--- config.mk ---
export PLATFORM = sky130hd
export DESIGN_NAME = ncpu_core
export DESIGN_NICKNAME = d
export VERILOG_FILES = /design/src/logic/ncpu_isa_pkg.sv /design/src/logic/ncpu_bus_pkg.sv /design/src/logic/ncpu_ctrl_fsm.sv /design/src/logic/ncpu_pc_cnt.sv /design/src/logic/ncpu_regfile.sv /design/src/logic/ncpu_alu.sv /design/src/logic/ncpu_lsu.sv /design/src/logic/ncpu_core.sv
export SDC_FILE = /design/constraint.sdc
export NUM_CORES = 1
export LEC_CHECK = 0
export BUFFER_PORTS_ARGS = -buffer_cell sky130_fd_sc_hd__buf_4
export CORE_MARGIN = 3
export CORE_UTILIZATION = 50
export DETAILED_ROUTE_END_ITERATION = 12
export PLACE_DENSITY_LB_ADDON = 0.12
export SYNTH_ARGS = -nofsm -noshare
export SYNTH_HDL_FRONTEND = slang
export SYNTH_SLANG_ARGS = --single-unit
--- constraint.sdc ---
create_clock -name clk_i -period 5.03 [get_ports clk_i]
set_clock_uncertainty 0.15 [all_clocks]
set_input_delay 0.503 -clock clk_i [delete_from_list [all_inputs] [get_ports clk_i]]
set_output_delay 0.503 -clock clk_i [all_outputs]
set_load 0.005 [all_outputs]
--- src/logic/ncpu_isa_pkg.sv ---
// Instruction set definitions for the multi-cycle core
// Word and address widths, the opcode set and the instruction layout
// Referenced by scoped name from the RTL and the testbench

package ncpu_isa_pkg;

   localparam int NCPU_DW     = 32;                // Data word width
   localparam int NCPU_AW     = 16;                // Byte address width
   localparam int NCPU_REG_AW = 3;                 // Register index width
   localparam int NCPU_REGS   = 1 << NCPU_REG_AW;  // Register count
   localparam int NCPU_PCW    = NCPU_AW - 2;       // Word address width of the pc
   localparam int NCPU_IMM_W  = 16;                // Immediate field width

   // Opcodes, codes not listed decode as HALT
   typedef enum logic [3:0] {
      ADD  = 4'h0,
      SUB  = 4'h1,
      AND  = 4'h2,
      OR   = 4'h3,
      XOR  = 4'h4,
      ADDI = 4'h5,                                 // rd = rs1 + sext(imm)
      LDW  = 4'h6,                                 // rd = mem[rs1 + sext(imm)]
      STW  = 4'h7,                                 // mem[rs1 + sext(imm)] = rs2
      BEQ  = 4'h8,                                 // Branch if rs1 == rs2
      HALT = 4'hf
   } ncpu_opc_e;

   // Instruction word layout
   typedef struct packed {
      ncpu_opc_e               opcode;             // [31:28]
      logic [NCPU_REG_AW-1:0]  rd;                 // [27:25]
      logic [NCPU_REG_AW-1:0]  rs1;                // [24:22]
      logic [NCPU_REG_AW-1:0]  rs2;                // [21:19]
      logic [2:0]              rsvd;               // [18:16] Unused gap
      logic [NCPU_IMM_W-1:0]   imm;                // [15:0]
   } ncpu_insn_t;

   // Execute unit result
   typedef struct packed {
      logic [NCPU_DW-1:0] result;                  // ALU value or effective address
      logic               taken;                   // BEQ compare outcome
      logic               wb_en;                   // Opcode writes rd
   } ncpu_alu_res_t;

endpackage

--- src/logic/ncpu_bus_pkg.sv ---
// Bus and control definitions for the multi-cycle core
// Request and response structs of the instruction and data buses
// plus the control state encoding

package ncpu_bus_pkg;

   // Instruction bus
   typedef struct packed {
      logic                             valid;     // Held until response
      logic [ncpu_isa_pkg::NCPU_AW-1:0] addr;      // Word aligned fetch address
   } ncpu_ibus_req_t;

   typedef struct packed {
      logic                             valid;     // One cycle per transfer
      logic [ncpu_isa_pkg::NCPU_DW-1:0] insn;      // Fetched instruction word
   } ncpu_ibus_rsp_t;

   // Data bus
   typedef struct packed {
      logic                             valid;     // Held until response
      logic                             we;        // Store when set
      logic [ncpu_isa_pkg::NCPU_AW-1:0] addr;      // Byte address
      logic [ncpu_isa_pkg::NCPU_DW-1:0] wdata;     // Store data
   } ncpu_dbus_req_t;

   typedef struct packed {
      logic                             valid;     // Ends load or store
      logic [ncpu_isa_pkg::NCPU_DW-1:0] rdata;     // Load data
   } ncpu_dbus_rsp_t;

   typedef enum logic [1:0] {FETCH, EXEC, MEM, HALT} ncpu_state_e;

endpackage

--- src/logic/ncpu_ctrl_fsm.sv ---
// Control FSM of the core
// Sequences fetch, execute, memory access and halt for one instruction
// at a time and drives every strobe of the data blocks

module ncpu_ctrl_fsm (
   input  logic                        clk_i,
   input  logic                        arst_n_i,
   input  ncpu_bus_pkg::ncpu_ibus_rsp_t ibus_rsp_i,
   output logic                        fetch_valid_o,
   output ncpu_isa_pkg::ncpu_insn_t    insn_o,
   input  ncpu_isa_pkg::ncpu_alu_res_t alu_res_i,
   input  logic                        mem_done_i,
   output logic                        pc_inc_o,
   output logic                        pc_load_o,
   output logic                        mem_start_o,
   output logic                        reg_we_o,
   output logic                        wb_sel_load_o,
   output logic                        retire_o,
   output logic                        halted_o
);
   ncpu_bus_pkg::ncpu_state_e state_q, state_d;
   logic is_alu, is_beq, is_load, is_store;        // Opcode class
   logic in_exec, in_mem;

   always_comb begin
      is_alu   = 1'b0;
      is_beq   = 1'b0;
      is_load  = 1'b0;
      is_store = 1'b0;
      case (insn_o.opcode)
         ncpu_isa_pkg::ADD, ncpu_isa_pkg::SUB, ncpu_isa_pkg::AND,
         ncpu_isa_pkg::OR, ncpu_isa_pkg::XOR, ncpu_isa_pkg::ADDI: is_alu = 1'b1;
         ncpu_isa_pkg::BEQ: is_beq   = 1'b1;
         ncpu_isa_pkg::LDW: is_load  = 1'b1;
         ncpu_isa_pkg::STW: is_store = 1'b1;
         default: ;                                // Everything else halts
      endcase
   end

   assign in_exec = (state_q == ncpu_bus_pkg::EXEC);
   assign in_mem  = (state_q == ncpu_bus_pkg::MEM);

   always_comb begin
      state_d = state_q;
      case (state_q)
         ncpu_bus_pkg::FETCH: if (ibus_rsp_i.valid) state_d = ncpu_bus_pkg::EXEC;
         ncpu_bus_pkg::EXEC: begin
            if (is_load || is_store) state_d = ncpu_bus_pkg::MEM;
            else if (is_alu || is_beq) state_d = ncpu_bus_pkg::FETCH;
            else state_d = ncpu_bus_pkg::HALT;
         end
         ncpu_bus_pkg::MEM: if (mem_done_i) state_d = ncpu_bus_pkg::FETCH;
         default: state_d = ncpu_bus_pkg::HALT;    // Sticky
      endcase
   end

   always_ff @(posedge clk_i or negedge arst_n_i) begin
      if (!arst_n_i) state_q <= ncpu_bus_pkg::FETCH;
      else           state_q <= state_d;
   end

   // Instruction register, loaded on the fetch response
   always_ff @(posedge clk_i) begin
      if (fetch_valid_o && ibus_rsp_i.valid) insn_o <= ncpu_isa_pkg::ncpu_insn_t'(ibus_rsp_i.insn);
   end

   assign fetch_valid_o = (state_q == ncpu_bus_pkg::FETCH);
   assign pc_load_o     = in_exec & is_beq & alu_res_i.taken;          // Relative branch
   assign pc_inc_o      = (in_exec & (is_alu | (is_beq & ~alu_res_i.taken)))
                        | (in_mem & mem_done_i);
   assign mem_start_o   = in_exec & (is_load | is_store);
   assign reg_we_o      = (in_exec & is_alu & alu_res_i.wb_en)
                        | (in_mem & is_load & mem_done_i);             // Load write back
   assign wb_sel_load_o = is_load;
   assign retire_o      = (in_exec & (is_alu | is_beq)) | (in_mem & mem_done_i);
   assign halted_o      = (state_q == ncpu_bus_pkg::HALT);

endmodule

--- src/logic/ncpu_pc_cnt.sv ---
// Program counter of the core
// Steps one word on inc_i or jumps relative on load_i
// Its value is the fetch address of the instruction bus

module ncpu_pc_cnt (
   input  logic                                 clk_i,
   input  logic                                 arst_n_i,
   input  logic                                 inc_i,
   input  logic                                 load_i,
   input  logic [ncpu_isa_pkg::NCPU_IMM_W-1:0]  offset_i,   // Word offset from BEQ
   output logic [ncpu_isa_pkg::NCPU_AW-1:0]     pc_o
);
   logic [ncpu_isa_pkg::NCPU_PCW-1:0] pc_q;                 // Word address
   logic [ncpu_isa_pkg::NCPU_PCW-1:0] pc_next;              // pc plus one word
   logic [ncpu_isa_pkg::NCPU_PCW-1:0] pc_target;            // Branch destination

   assign pc_next   = pc_q + 1'b1;
   // Target is pc + 4 + imm * 4, wraps within the address space
   assign pc_target = pc_next + offset_i[ncpu_isa_pkg::NCPU_PCW-1:0];

   always_ff @(posedge clk_i or negedge arst_n_i) begin
      if (!arst_n_i) begin
         pc_q <= '0;                                        // Boot at address 0
      end else if (load_i) begin
         pc_q <= pc_target;                                 // Branch wins
      end else if (inc_i) begin
         pc_q <= pc_next;
      end
   end

   assign pc_o = {pc_q, 2'b00};                             // Byte address

endmodule

--- src/logic/ncpu_regfile.sv ---
// Register file with eight words
// Two combinational read ports and one write port
// Register 0 reads as zero and drops writes

module ncpu_regfile (
   input  logic                                  clk_i,
   input  logic                                  arst_n_i,
   input  logic [ncpu_isa_pkg::NCPU_REG_AW-1:0]  rs1_addr_i,
   input  logic [ncpu_isa_pkg::NCPU_REG_AW-1:0]  rs2_addr_i,
   output logic [ncpu_isa_pkg::NCPU_DW-1:0]      rs1_data_o,
   output logic [ncpu_isa_pkg::NCPU_DW-1:0]      rs2_data_o,
   input  logic                                  we_i,
   input  logic [ncpu_isa_pkg::NCPU_REG_AW-1:0]  rd_addr_i,
   input  logic [ncpu_isa_pkg::NCPU_DW-1:0]      rd_data_i
);
   logic [ncpu_isa_pkg::NCPU_DW-1:0] regs_q [ncpu_isa_pkg::NCPU_REGS];

   always_ff @(posedge clk_i or negedge arst_n_i) begin
      if (!arst_n_i) begin
         for (int i = 0; i < ncpu_isa_pkg::NCPU_REGS; i++) begin
            regs_q[i] <= '0;                                 // All registers cleared
         end
      end else if (we_i && (rd_addr_i != '0)) begin
         regs_q[rd_addr_i] <= rd_data_i;                     // r0 never written
      end
   end

   // Read ports
   assign rs1_data_o = (rs1_addr_i == '0) ? '0 : regs_q[rs1_addr_i];
   assign rs2_data_o = (rs2_addr_i == '0) ? '0 : regs_q[rs2_addr_i];

endmodule

--- src/logic/ncpu_alu.sv ---
// Execute unit of the core
// Computes register and immediate arithmetic, load/store addresses
// and the BEQ compare, all in one combinational step

module ncpu_alu (
   input  ncpu_isa_pkg::ncpu_insn_t          insn_i,
   input  logic [ncpu_isa_pkg::NCPU_DW-1:0]  op1_i,    // rs1 value
   input  logic [ncpu_isa_pkg::NCPU_DW-1:0]  op2_i,    // rs2 value
   output ncpu_isa_pkg::ncpu_alu_res_t       res_o
);
   logic [ncpu_isa_pkg::NCPU_DW-1:0] imm_sext;

   // Sign extended immediate
   assign imm_sext = {{(ncpu_isa_pkg::NCPU_DW - ncpu_isa_pkg::NCPU_IMM_W)
                       {insn_i.imm[ncpu_isa_pkg::NCPU_IMM_W-1]}}, insn_i.imm};

   always_comb begin
      res_o = '0;                                      // Default no write back
      case (insn_i.opcode)
         ncpu_isa_pkg::ADD: begin
            res_o.result = op1_i + op2_i;
            res_o.wb_en  = 1'b1;
         end
         ncpu_isa_pkg::SUB: begin
            res_o.result = op1_i - op2_i;
            res_o.wb_en  = 1'b1;
         end
         ncpu_isa_pkg::AND: begin
            res_o.result = op1_i & op2_i;
            res_o.wb_en  = 1'b1;
         end
         ncpu_isa_pkg::OR: begin
            res_o.result = op1_i | op2_i;
            res_o.wb_en  = 1'b1;
         end
         ncpu_isa_pkg::XOR: begin
            res_o.result = op1_i ^ op2_i;
            res_o.wb_en  = 1'b1;
         end
         ncpu_isa_pkg::ADDI: begin
            res_o.result = op1_i + imm_sext;
            res_o.wb_en  = 1'b1;
         end
         ncpu_isa_pkg::LDW: begin
            res_o.result = op1_i + imm_sext;           // Effective address
            res_o.wb_en  = 1'b1;                       // rd written at data response
         end
         ncpu_isa_pkg::STW: res_o.result = op1_i + imm_sext;
         ncpu_isa_pkg::BEQ: res_o.taken  = (op1_i == op2_i);
         default: ;                                    // HALT and unused codes
      endcase
   end

endmodule

--- src/logic/ncpu_lsu.sv ---
// Load/store unit of the core
// Captures one word request on start_i, holds it on the data bus
// and reports completion with the load data on the response

module ncpu_lsu (
   input  logic                                clk_i,
   input  logic                                arst_n_i,
   input  logic                                start_i,
   input  logic                                is_store_i,
   input  logic [ncpu_isa_pkg::NCPU_AW-1:0]    addr_i,
   input  logic [ncpu_isa_pkg::NCPU_DW-1:0]    wdata_i,
   output ncpu_bus_pkg::ncpu_dbus_req_t        dbus_req_o,
   input  ncpu_bus_pkg::ncpu_dbus_rsp_t        dbus_rsp_i,
   output logic                                done_o,
   output logic [ncpu_isa_pkg::NCPU_DW-1:0]    rdata_o
);
   logic                                 valid_q;    // Request pending
   logic                                 we_q;
   logic [ncpu_isa_pkg::NCPU_AW-1:0]     addr_q;
   logic [ncpu_isa_pkg::NCPU_DW-1:0]     wdata_q;

   always_ff @(posedge clk_i or negedge arst_n_i) begin
      if (!arst_n_i) begin
         valid_q <= 1'b0;
      end else if (start_i) begin
         valid_q <= 1'b1;                            // Valid from first MEM cycle
      end else if (done_o) begin
         valid_q <= 1'b0;                            // Drop after response
      end
   end

   // Payload stays stable while valid_q is set
   always_ff @(posedge clk_i) begin
      if (start_i) begin
         we_q    <= is_store_i;
         addr_q  <= addr_i;
         wdata_q <= wdata_i;
      end
   end

   assign dbus_req_o.valid = valid_q;
   assign dbus_req_o.we    = we_q;
   assign dbus_req_o.addr  = addr_q;
   assign dbus_req_o.wdata = wdata_q;

   assign done_o  = valid_q & dbus_rsp_i.valid;      // Zero latency allowed
   assign rdata_o = dbus_rsp_i.rdata;

endmodule

--- src/logic/ncpu_core.sv ---
// Top level of the multi-cycle integer core
// Connects control FSM, pc, register file, execute and load/store
// units to the instruction bus and the data bus

module ncpu_core (
   input  logic                         clk_i,
   input  logic                         arst_n_i,
   output ncpu_bus_pkg::ncpu_ibus_req_t ibus_req_o,
   input  ncpu_bus_pkg::ncpu_ibus_rsp_t ibus_rsp_i,
   output ncpu_bus_pkg::ncpu_dbus_req_t dbus_req_o,
   input  ncpu_bus_pkg::ncpu_dbus_rsp_t dbus_rsp_i,
   output logic                         retire_o,
   output logic                         halted_o
);
   ncpu_isa_pkg::ncpu_insn_t          insn;        // Latched instruction
   ncpu_isa_pkg::ncpu_alu_res_t       alu_res;
   logic                              fetch_valid;
   logic                              pc_inc, pc_load;
   logic                              mem_start, mem_done;
   logic                              reg_we, wb_sel_load;
   logic [ncpu_isa_pkg::NCPU_AW-1:0]  pc;
   logic [ncpu_isa_pkg::NCPU_DW-1:0]  rs1_data, rs2_data;
   logic [ncpu_isa_pkg::NCPU_DW-1:0]  load_data, rd_data;

   ////////////////////////////////////////////////////////////
   // Control
   ////////////////////////////////////////////////////////////

   ncpu_ctrl_fsm u_ctrl (
      .clk_i(clk_i), .arst_n_i(arst_n_i), .ibus_rsp_i(ibus_rsp_i),
      .fetch_valid_o(fetch_valid), .insn_o(insn), .alu_res_i(alu_res),
      .mem_done_i(mem_done), .pc_inc_o(pc_inc), .pc_load_o(pc_load),
      .mem_start_o(mem_start), .reg_we_o(reg_we), .wb_sel_load_o(wb_sel_load),
      .retire_o(retire_o), .halted_o(halted_o));

   ////////////////////////////////////////////////////////////
   // Fetch
   ////////////////////////////////////////////////////////////

   ncpu_pc_cnt u_pc (
      .clk_i(clk_i), .arst_n_i(arst_n_i), .inc_i(pc_inc), .load_i(pc_load),
      .offset_i(insn.imm), .pc_o(pc));

   assign ibus_req_o.valid = fetch_valid;
   assign ibus_req_o.addr  = pc;

   ////////////////////////////////////////////////////////////
   // Decode and execute
   ////////////////////////////////////////////////////////////

   assign rd_data = wb_sel_load ? load_data : alu_res.result;   // Write back source

   ncpu_regfile u_regfile (
      .clk_i(clk_i), .arst_n_i(arst_n_i), .rs1_addr_i(insn.rs1), .rs2_addr_i(insn.rs2),
      .rs1_data_o(rs1_data), .rs2_data_o(rs2_data), .we_i(reg_we),
      .rd_addr_i(insn.rd), .rd_data_i(rd_data));

   ncpu_alu u_alu (
      .insn_i(insn), .op1_i(rs1_data), .op2_i(rs2_data), .res_o(alu_res));

   ////////////////////////////////////////////////////////////
   // Load/store
   ////////////////////////////////////////////////////////////

   ncpu_lsu u_lsu (
      .clk_i(clk_i), .arst_n_i(arst_n_i), .start_i(mem_start),
      .is_store_i(insn.opcode == ncpu_isa_pkg::STW),
      .addr_i(alu_res.result[ncpu_isa_pkg::NCPU_AW-1:0]), .wdata_i(rs2_data),
      .dbus_req_o(dbus_req_o), .dbus_rsp_i(dbus_rsp_i),
      .done_o(mem_done), .rdata_o(load_data));

endmodule

==> results by group, run 1 <==
Logic synthesis
  • Yosys warnings: 0
  • Yosys reg bits: 320
  • Cell with the most instances after synthesis: nand2_1
  • Top post-synthesis cells by count: nand2_1, dfrtp_1, nor2_1, a21oi_1, ha_1
  • Mean Syn Cell Area: 9.70 sq um
  • Compound-Gate Fraction of Synth Area: 0.179
  • Post-synthesis xor/xnor area fraction: 0.0296
  • Largest family of logic cells by synthesized area: compound AO/OA/AOI/OAI gates
  • Number of flops mapped to enable cells by yosys: 78
  • Area fraction of the dominant cell type after synthesis: 0.280
  • Cells after synthesis: 2228
  • Async SR Flop Fraction: 0.756
  • Register area share after synthesis: 0.388
  • Top FF cell, synth: dfrtp_1
  • Post-Synth Adder-Cell Area: 0.0838
  • Post-synthesis mux area share: 0.151
  • Post-synthesis simple-gate area fraction: 0.123
  • Synth area leaders: dfrtp_1, edfxtp_1, ha_1
  • Synth area leader: dfrtp_1
  • Mapped Area: 21600 sq um
  • Synth cell types: 85

Min path
  • Min-delay worst type: input port to flop
  • Hold_sp: ibus_rsp_i[32]

Timing
  • Fmax: 205 MHz
  • Period utilisation layout: 0.969
  • Slew Limit Fails: 0
  • Final setup viols: 0
  • Tmin final: 4.87 ns
  • Worst slew pin tran: 1.12 ns
  • Hold Vio Cnt, Final: 0
  • Slew Limit Headroom: 0.256
  • Setup_tns: 0 ns

Routing
  • WL/cell: 23.3 microns
  • DR vias: 19167
  • Routed vias/inst: 6.04
  • Initial DRT Pass Iterations: 6
  • First DRT Iteration DRCs: 2106
  • Routed Antenna Nets: 0
  • Wirelength, routed: 73900 microns
  • DRC Markers: 0

Floorplanning
  • Initial Util: 0.511
  • DIE AREA: 45800 sq um
  • FP Rows: 75
  • Core box area: 42300 sq um
  • Die H: 214 microns
  • I/O Pins: 137
  • DIE WIDTH: 214 microns

Critical path
  • Crit path cell chain: buf_4, buf_12, mux2_2, a22oi_1, nor2_1, a21oi_1, buf_4, o21ai_0, ha_1, buf_4, o211ai_1, o211ai_1, a32oi_4, o22ai_2, a21o_1, a41o_1, a31oi_2, mux2i_2, o211ai_4, mux2_2
  • CP Data Arrival Time: 5.18 ns
  • Worst Path Max Fanout: 10
  • Slowest-stage cell, CP: edfxtp_1
  • Reg2reg start: u_ctrl.insn_o[20]
  • Critical path type: flop to flop
  • Most Frequent Cell on Critical Path: buf_4
  • R2R setup slack: 0.16 ns
  • Startpoint Class: flop
  • Crit end category: flop
  • Max incr delay on CP: 0.44 ns
  • Required @ worst endpoint: 5.33 ns
  • CP startpoint: u_ctrl.insn_o[20]

GRT
  • Vias in the first global route: 18961
  • Largest net degree at the start of global routing: 122
  • Antenna violations before repair: 1
  • Tot GR Track Use: 0.316
  • Total congestion overflow: 0
  • First-pass GRT wire length: 112000 microns

CTS
  • Clk sinks: 320
  • CTS tree: yes
  • CTS clk-pin slew, worst paths: 0.07 ns
  • H-Tree Level Count: 2
  • Clock Latency Late Sink: 0.59 ns
  • Max Root-Sink Buffers: 3
  • CTS Buf Count: 39
  • CTS root buf: clkbuf_16

Cells and area
  • Fraction of layout cells with a size suffix above 1: 0.276
  • Layout area overhead: 24.3%
  • Nets: 2779
  • Post-layout util: 0.635

Place
  • # port buffers: 131
  • GP Congestion: 0.977
  • DP HPWL: 51700 microns

Power
  • Leak: 0.0128 uW
  • PwrDens: 236 nW/um^2
  • Peak supply drop: 0.207 mV

Run
  • Max-Cap Viols: 0

Run status
  • Status: finished, final reports clean
-- worst paths after layout --
| check | to | cells past startpoint |
|---|---|---|
| max | u_regfile.regs_q[125] | 20 |
| min | u_ctrl.state_q[0] | 3 |
| max reg2reg | u_regfile.regs_q[125] | 20 |
| min reg2reg | u_regfile.regs_q[255] | 0 |
| max in group asynchronous | u_regfile.regs_q[202] | 3 |
| min in group asynchronous | u_ctrl.state_q[0] | 2 |
-- cells in the final DEF (no fill, tap or decap), drive strengths merged, types with 10 or more instances in the layout --
cell           n
buf          404
nand2        349
dfrtp        242
o21ai        157
nor2         152
a21oi        147
ha           140
mux2         129
inv          114
edfxtp        78
mux4          64
clkbuf        62
xnor2         53
a22oi         45
a22o          40
mux2i         38
o31ai         32
dlygate4sd3   30
nor3          28
a21o          26
nand3         22
xor2          20
nand2b        16
a221oi        15
o221ai        14
nor2b         13
a31oi         13
o211ai        10
-- kinds of logic (layout without fill, tap and decap cells) --
group | count (synthesis) | in the layout
AOI/OAI and AO/OA | 583 | 583
xor gates and xnor gates | 73 | 73
adders and majority gates | 143 | 143
buffers and inverters | 247 | 614
DFF | 320 | 320
muxes | 231 | 231
other | 1 | 3
and+or+nand+nor | 630 | 630
-- per-stage QoR --
step / hold WS (ns) / power (uW) / instances / worst slack (ns) / area, sq um
floorplan: 0.0574 / 3260 / 2229 / 0.102 / 21600
global placement: 0.212 / 3540 / 3070 / -0.0947 / 25000
detailed placement: 0.217 / 3550 / 3070 / -0.153 / 25000
CTS: 0.00243 / 6380 / 3169 / 0.0101 / 26600
global route: 0.000461 / 6610 / 3173 / -0.00738 / 26900
finish: 0.0187 / 6350 / 3174 / 0.158 / 26900
-- state kept, by name, indices dropped and copies added (netlist names) --
register and flops:
u_ctrl.state_q 2, u_lsu.addr_q 16, u_lsu.we_q 1, u_lsu.wdata_q 32, u_ctrl.insn_o 29, u_pc.pc_q 14
u_lsu.valid_q 1, u_regfile.regs_q 225
-- power breakdown --
group / switching (uW) / internal, uW / leakage [uW] / total, uW
Combinational: 407 / 379 / 0.00817 / 786
Clock: 1190 / 1630 / 0.000621 / 2820
Sequential: 48.3 / 2700 / 0.00400 / 2750
Total: 1640 / 4710 / 0.0128 / 6350
-- area by class of cell --
type | instances | area (sq um)
Inverter | 110 | 413
Timing Repair Buffer | 435 | 3580
Sequential cell | 320 | 8400
Fill cell | 3453 | 15400
Clock inverter | 8 | 77.6
Multi-Input combinational cell | 1662 | 12500
Tap cell | 577 | 722
Clock buffer | 61 | 1180
Antenna cell | 1 | 2.50
-- critical path, delay by kind of cell, from the launching register on --
family,cells,cell delay (ns)
and+or+nand+nor,1,0.06
DFF,1,0.44
muxes,3,1.05
AOI/OAI and AO/OA,11,2.09
buffers and inverters,4,0.62
adders and majority gates,1,0.32
-- per-layer routing --
layer,GRT usage,part of all wire
met1,0.460,0.45
met2,0.488,0.44
met3,0.0614,0.088
met4,0.0804,0.024
met5,0,0
-- timing repair --
action	CTS	global route
buffers inserted	0	3
setup endpoints to repair	27	120
gates cloned	0	1
hold buffers	30	0
gates resized for setup	5	43
pin swaps	0	4
endpoints found under the hold margin	68	0
(Power assumes the default switching activity.)
==> inputs of run 2 (changes only) <==
--- a/config.mk
+++ b/config.mk
@@ -6,8 +6,10 @@
 export NUM_CORES = 1
 export LEC_CHECK = 0
 export BUFFER_PORTS_ARGS = -buffer_cell sky130_fd_sc_hd__buf_4
+export CELL_PAD_IN_SITES_DETAIL_PLACEMENT = 1
+export CELL_PAD_IN_SITES_GLOBAL_PLACEMENT = 2
 export CORE_MARGIN = 3
-export CORE_UTILIZATION = 50
+export CORE_UTILIZATION = 36
 export DETAILED_ROUTE_END_ITERATION = 12
 export PLACE_DENSITY_LB_ADDON = 0.12
 export SYNTH_ARGS = -nofsm -noshare
==> run 2 against run 1 <==
Effect of this change:
- worst hold slack gained 0.038 ns
- largest cell class unchanged
- clock power grew 7%
- largest power group unchanged
- global-route usage shrank 5.5 points
- critical path type unchanged
- first-iteration DRC count shrank 51%
- sequential cell count is the same
- clock-buffer cell count shrank 9
- sequential share of layout area shrank 0.71 points
- cell area grew 2.3%
==> results by group, run 2 (synthesis gave the netlist of run 1 again) <==
Power
  • Peak supply drop: 0.201 mV (-2.7%)
  • P_sw: 1740 uW (+5.6%)
  • Comb power frac: 0.127 (+0.003)
  • Switch share: 0.263 (+0.00444)
  • Leak: 0.0130 uW (+1.7%)
  • Int Pwr: 4860 uW (+3.2%)
  • PwrDens: 240 nW/um^2 (+1.5%)
  • Overall power: 6600 uW (+3.8%)
  • Clock power share: 0.456 (+0.013)
  • Flop pwr share: 0.417 (-0.016)

Timing
  • Hold Vio Cnt, Final: 0 (unchanged)
  • Worst slew pin tran: 1.10 ns (-0.0184 ns)
  • Period utilisation layout: 0.975 (+0.00606)
  • Fmax: 204 MHz (-0.62%)
  • Tmin final: 4.90 ns (+0.0305 ns)
  • Slew Limit Fails: 0 (unchanged)
  • Slew Limit Headroom: 0.266 (+0.0105)
  • Post-route setup slack: 0.127 ns (-0.0305 ns)
  • Setup_tns: 0 ns (unchanged)
  • Final setup viols: 0 (unchanged)

Cells and area
  • Largest regs: u_regfile.regs_q x225, u_lsu.wdata_q x32, u_ctrl.insn_o x29
  • Most frequent cells in the layout: buf_4, nand2_1, dfrtp_1
  • Fraction of layout cells with a size suffix above 1: 0.293 (+0.0164)
  • Nets: 2805 (+0.94%)
  • Finished layout cell area: 27500 sq um (+2.3%)
  • Reg with most FFs: u_regfile.regs_q
  • Post-route insts no fill: 3399 (+7.1%)
  • Multi-input gate area: 12600 sq um (+0.59%)
  • Commonest non-fill, non-tap cell in the layout: buf_4
  • Layout area overhead: 27.2%
  • Reg area: 8400 sq um (unchanged)
  • Max FFs per register: 225 (unchanged)
  • Number of fill cells in the layout: 6608 (+91%)

CTS
  • Clock Latency Late Sink: 0.60 ns (about the same)
  • CTS clk-pin slew, worst paths: 0.07 ns (about the same)
  • CTS tree: yes
  • Clk sinks: 320 (unchanged)
  • CTS root buf: clkbuf_16
  • Max Root-Sink Buffers: 3 (unchanged)
  • CTS Buf Count: 40 (+2.6%)
  • H-Tree Level Count: 2 (unchanged)

Critical path
  • Startpoint Class: flop
  • CP startpoint: u_ctrl.insn_o[20]
  • Total stage count of the critical path: 20 (unchanged)
  • R2R setup slack: 0.13 ns (-0.03 ns)
  • Worst Path Max Fanout: 8 (-2)
  • Crit path cell chain: buf_6, buf_8, mux2_2, a22oi_1, nor2_1, a21oi_1, buf_4, o21ai_0, ha_1, and2_1, a221o_1, a32oi_2, buf_4, o22ai_2, a21o_1, a41o_1, a31oi_2, mux2i_1, o211ai_4, mux2_2
  • Reg2reg path depth: 20 (unchanged)
  • Reg2reg start: u_ctrl.insn_o[20]
  • Critical path type: flop to flop
  • Worst r2r dst: u_regfile.regs_q[157]
  • Crit end category: flop
  • CP Data Arrival Time: 5.24 ns (+0.06 ns)
  • Family with the most delay on the worst path: compound AO/OA/AOI/OAI gates
  • Crit path capture: u_regfile.regs_q[157]
  • Count of buffer and inverter cells on the critical path: 4 (unchanged)
  • Required @ worst endpoint: 5.36 ns (+0.03 ns)
  • Slowest-stage cell, CP: edfxtp_1
  • Max incr delay on CP: 0.56 ns (+0.12 ns)

Routing
  • DR vias: 19116 (-0.27%)
  • DRC Markers: 0 (unchanged)
  • Routed Antenna Nets: 0 (unchanged)
  • First DRT Iteration DRCs: 1030 (-51%)
  • Wirelength, routed: 83600 microns (+13%)
  • WL/cell: 24.6 microns (+5.7%)
  • Initial DRT Pass Iterations: 7 (+1)
  • Routed vias/inst: 5.62 (-6.9%)

Floorplanning
  • Initial Util: 0.365 (-0.146)
  • Core box area: 59200 sq um (+40%)
  • FP Rows: 89 (+19%)
  • DIE AREA: 63000 sq um (+38%)
  • Die H: 251 microns (+17%)
  • DIE WIDTH: 251 microns (+17%)
  • I/O Pins: 137 (unchanged)

Place
  • GP Congestion: 0.871 (-11%)
  • Dpl ws: -0.144 ns (+0.00926 ns)
  • Placed cell area: 25400 sq um (+1.4%)
  • Post-Place Cells: 3282 (+6.9%)
  • # port buffers: 131 (unchanged)
  • DP HPWL: 60300 microns (+17%)

GRT
  • Total congestion overflow: 0 (unchanged)
  • First-pass GRT wire length: 126000 microns (+12%)
  • Antenna violations before repair: 2 (+1)
  • Largest net degree at the start of global routing: 115 (-5.7%)
  • Tot GR Track Use: 0.261 (-0.0548)
  • Vias in the first global route: 20305 (+7.1%)

Min path
  • Min-delay worst type: input port to flop

Run
  • Max-Cap Viols: 0 (unchanged)

Run status
  • Status: finished, final reports clean
==> run 2: changes by cell type in the layout (fill, tap and decap cells not counted), sizes merged <==
cell,before,now
bufinv,0,4
clkinvlp,0,1
clkbuf,62,54
clkinv,4,14
buf,404,427
inv,114,112
dlygate4sd3,30,31
==> run 2: power groups by stage <==
stage / logic, uW / registers (uW) / clock network (uW)
2_1_floorplan: 470 / 2790 / 0
3_3_place_gp: 775 / 2790 / 0
3_5_place_dp: 799 / 2800 / 0
4_1_cts: 824 / 2750 / 3080
5_1_grt: 929 / 2760 / 3190
6_report: 836 / 2750 / 3010
==> run 2: tightest hold or removal path: cells and delay by family <==
family | cells | cell delay (ns)
compound gates | 1 | 0.07
simple gates | 1 | 0.10
buf+inv | 1 | 0.09
==> run 2: routing by layer <==
metal | global-route usage | wire [microns]
met1 | 0.375 | 39300
met2 | 0.424 | 38400
met3 | 0.0298 | 4010
met4 | 0.0641 | 1990
met5 | 0 | 0
==> run 2: worst min-delay path by stage <==
stage | depth (start not counted) | endpoint | slack, ns | start
2_1_floorplan | 0 | u_ctrl.state_q[0] | 0.06 | arst_n_i
3_3_place_gp | 0 | u_regfile.regs_q[255] | 0.22 | u_regfile.regs_q[255]
3_5_place_dp | 0 | u_regfile.regs_q[255] | 0.22 | u_regfile.regs_q[255]
4_1_cts | 3 | u_ctrl.state_q[0] | 0.04 | ibus_rsp_i[32]
5_1_grt | 3 | u_ctrl.state_q[0] | 0.05 | ibus_rsp_i[32]
6_report | 3 | u_ctrl.state_q[0] | 0.06 | ibus_rsp_i[32]
==> run 2: repair_timing <==
item | 4_1_cts | 5_1_grt
pin swaps | 2 | 21
setup buffers | 3 | 7
endpoints found under the hold margin | 105 | 0
resized for setup | 8 | 70
cloned | 0 | 2
hold buffers | 31 | 0
setup endpoints to repair | 76 | 140
==> run 2: final cells by class <==
| class | count | area share |
|---|---|---|
| multi-input combinational | 1662 | 0.457 |
| sequential | 320 | 0.305 |
| timing repair buffer | 460 | 0.138 |
| clock buffer | 52 | 0.0399 |
| tap | 773 | 0.0352 |
| inverter | 110 | 0.0150 |
| clock inverter | 21 | 0.00965 |
| antenna | 1 | 0.0000910 |
==> run 2: through the flow <==
stage / hold slack [ns] / util
6_report: 0.0569 / 0.464
2_1_floorplan: 0.0574 / -
4_1_cts: 0.0377 / 0.458
3_3_place_gp: 0.217 / 0.428
5_1_grt: 0.0494 / 0.464
3_5_place_dp: 0.222 / 0.428
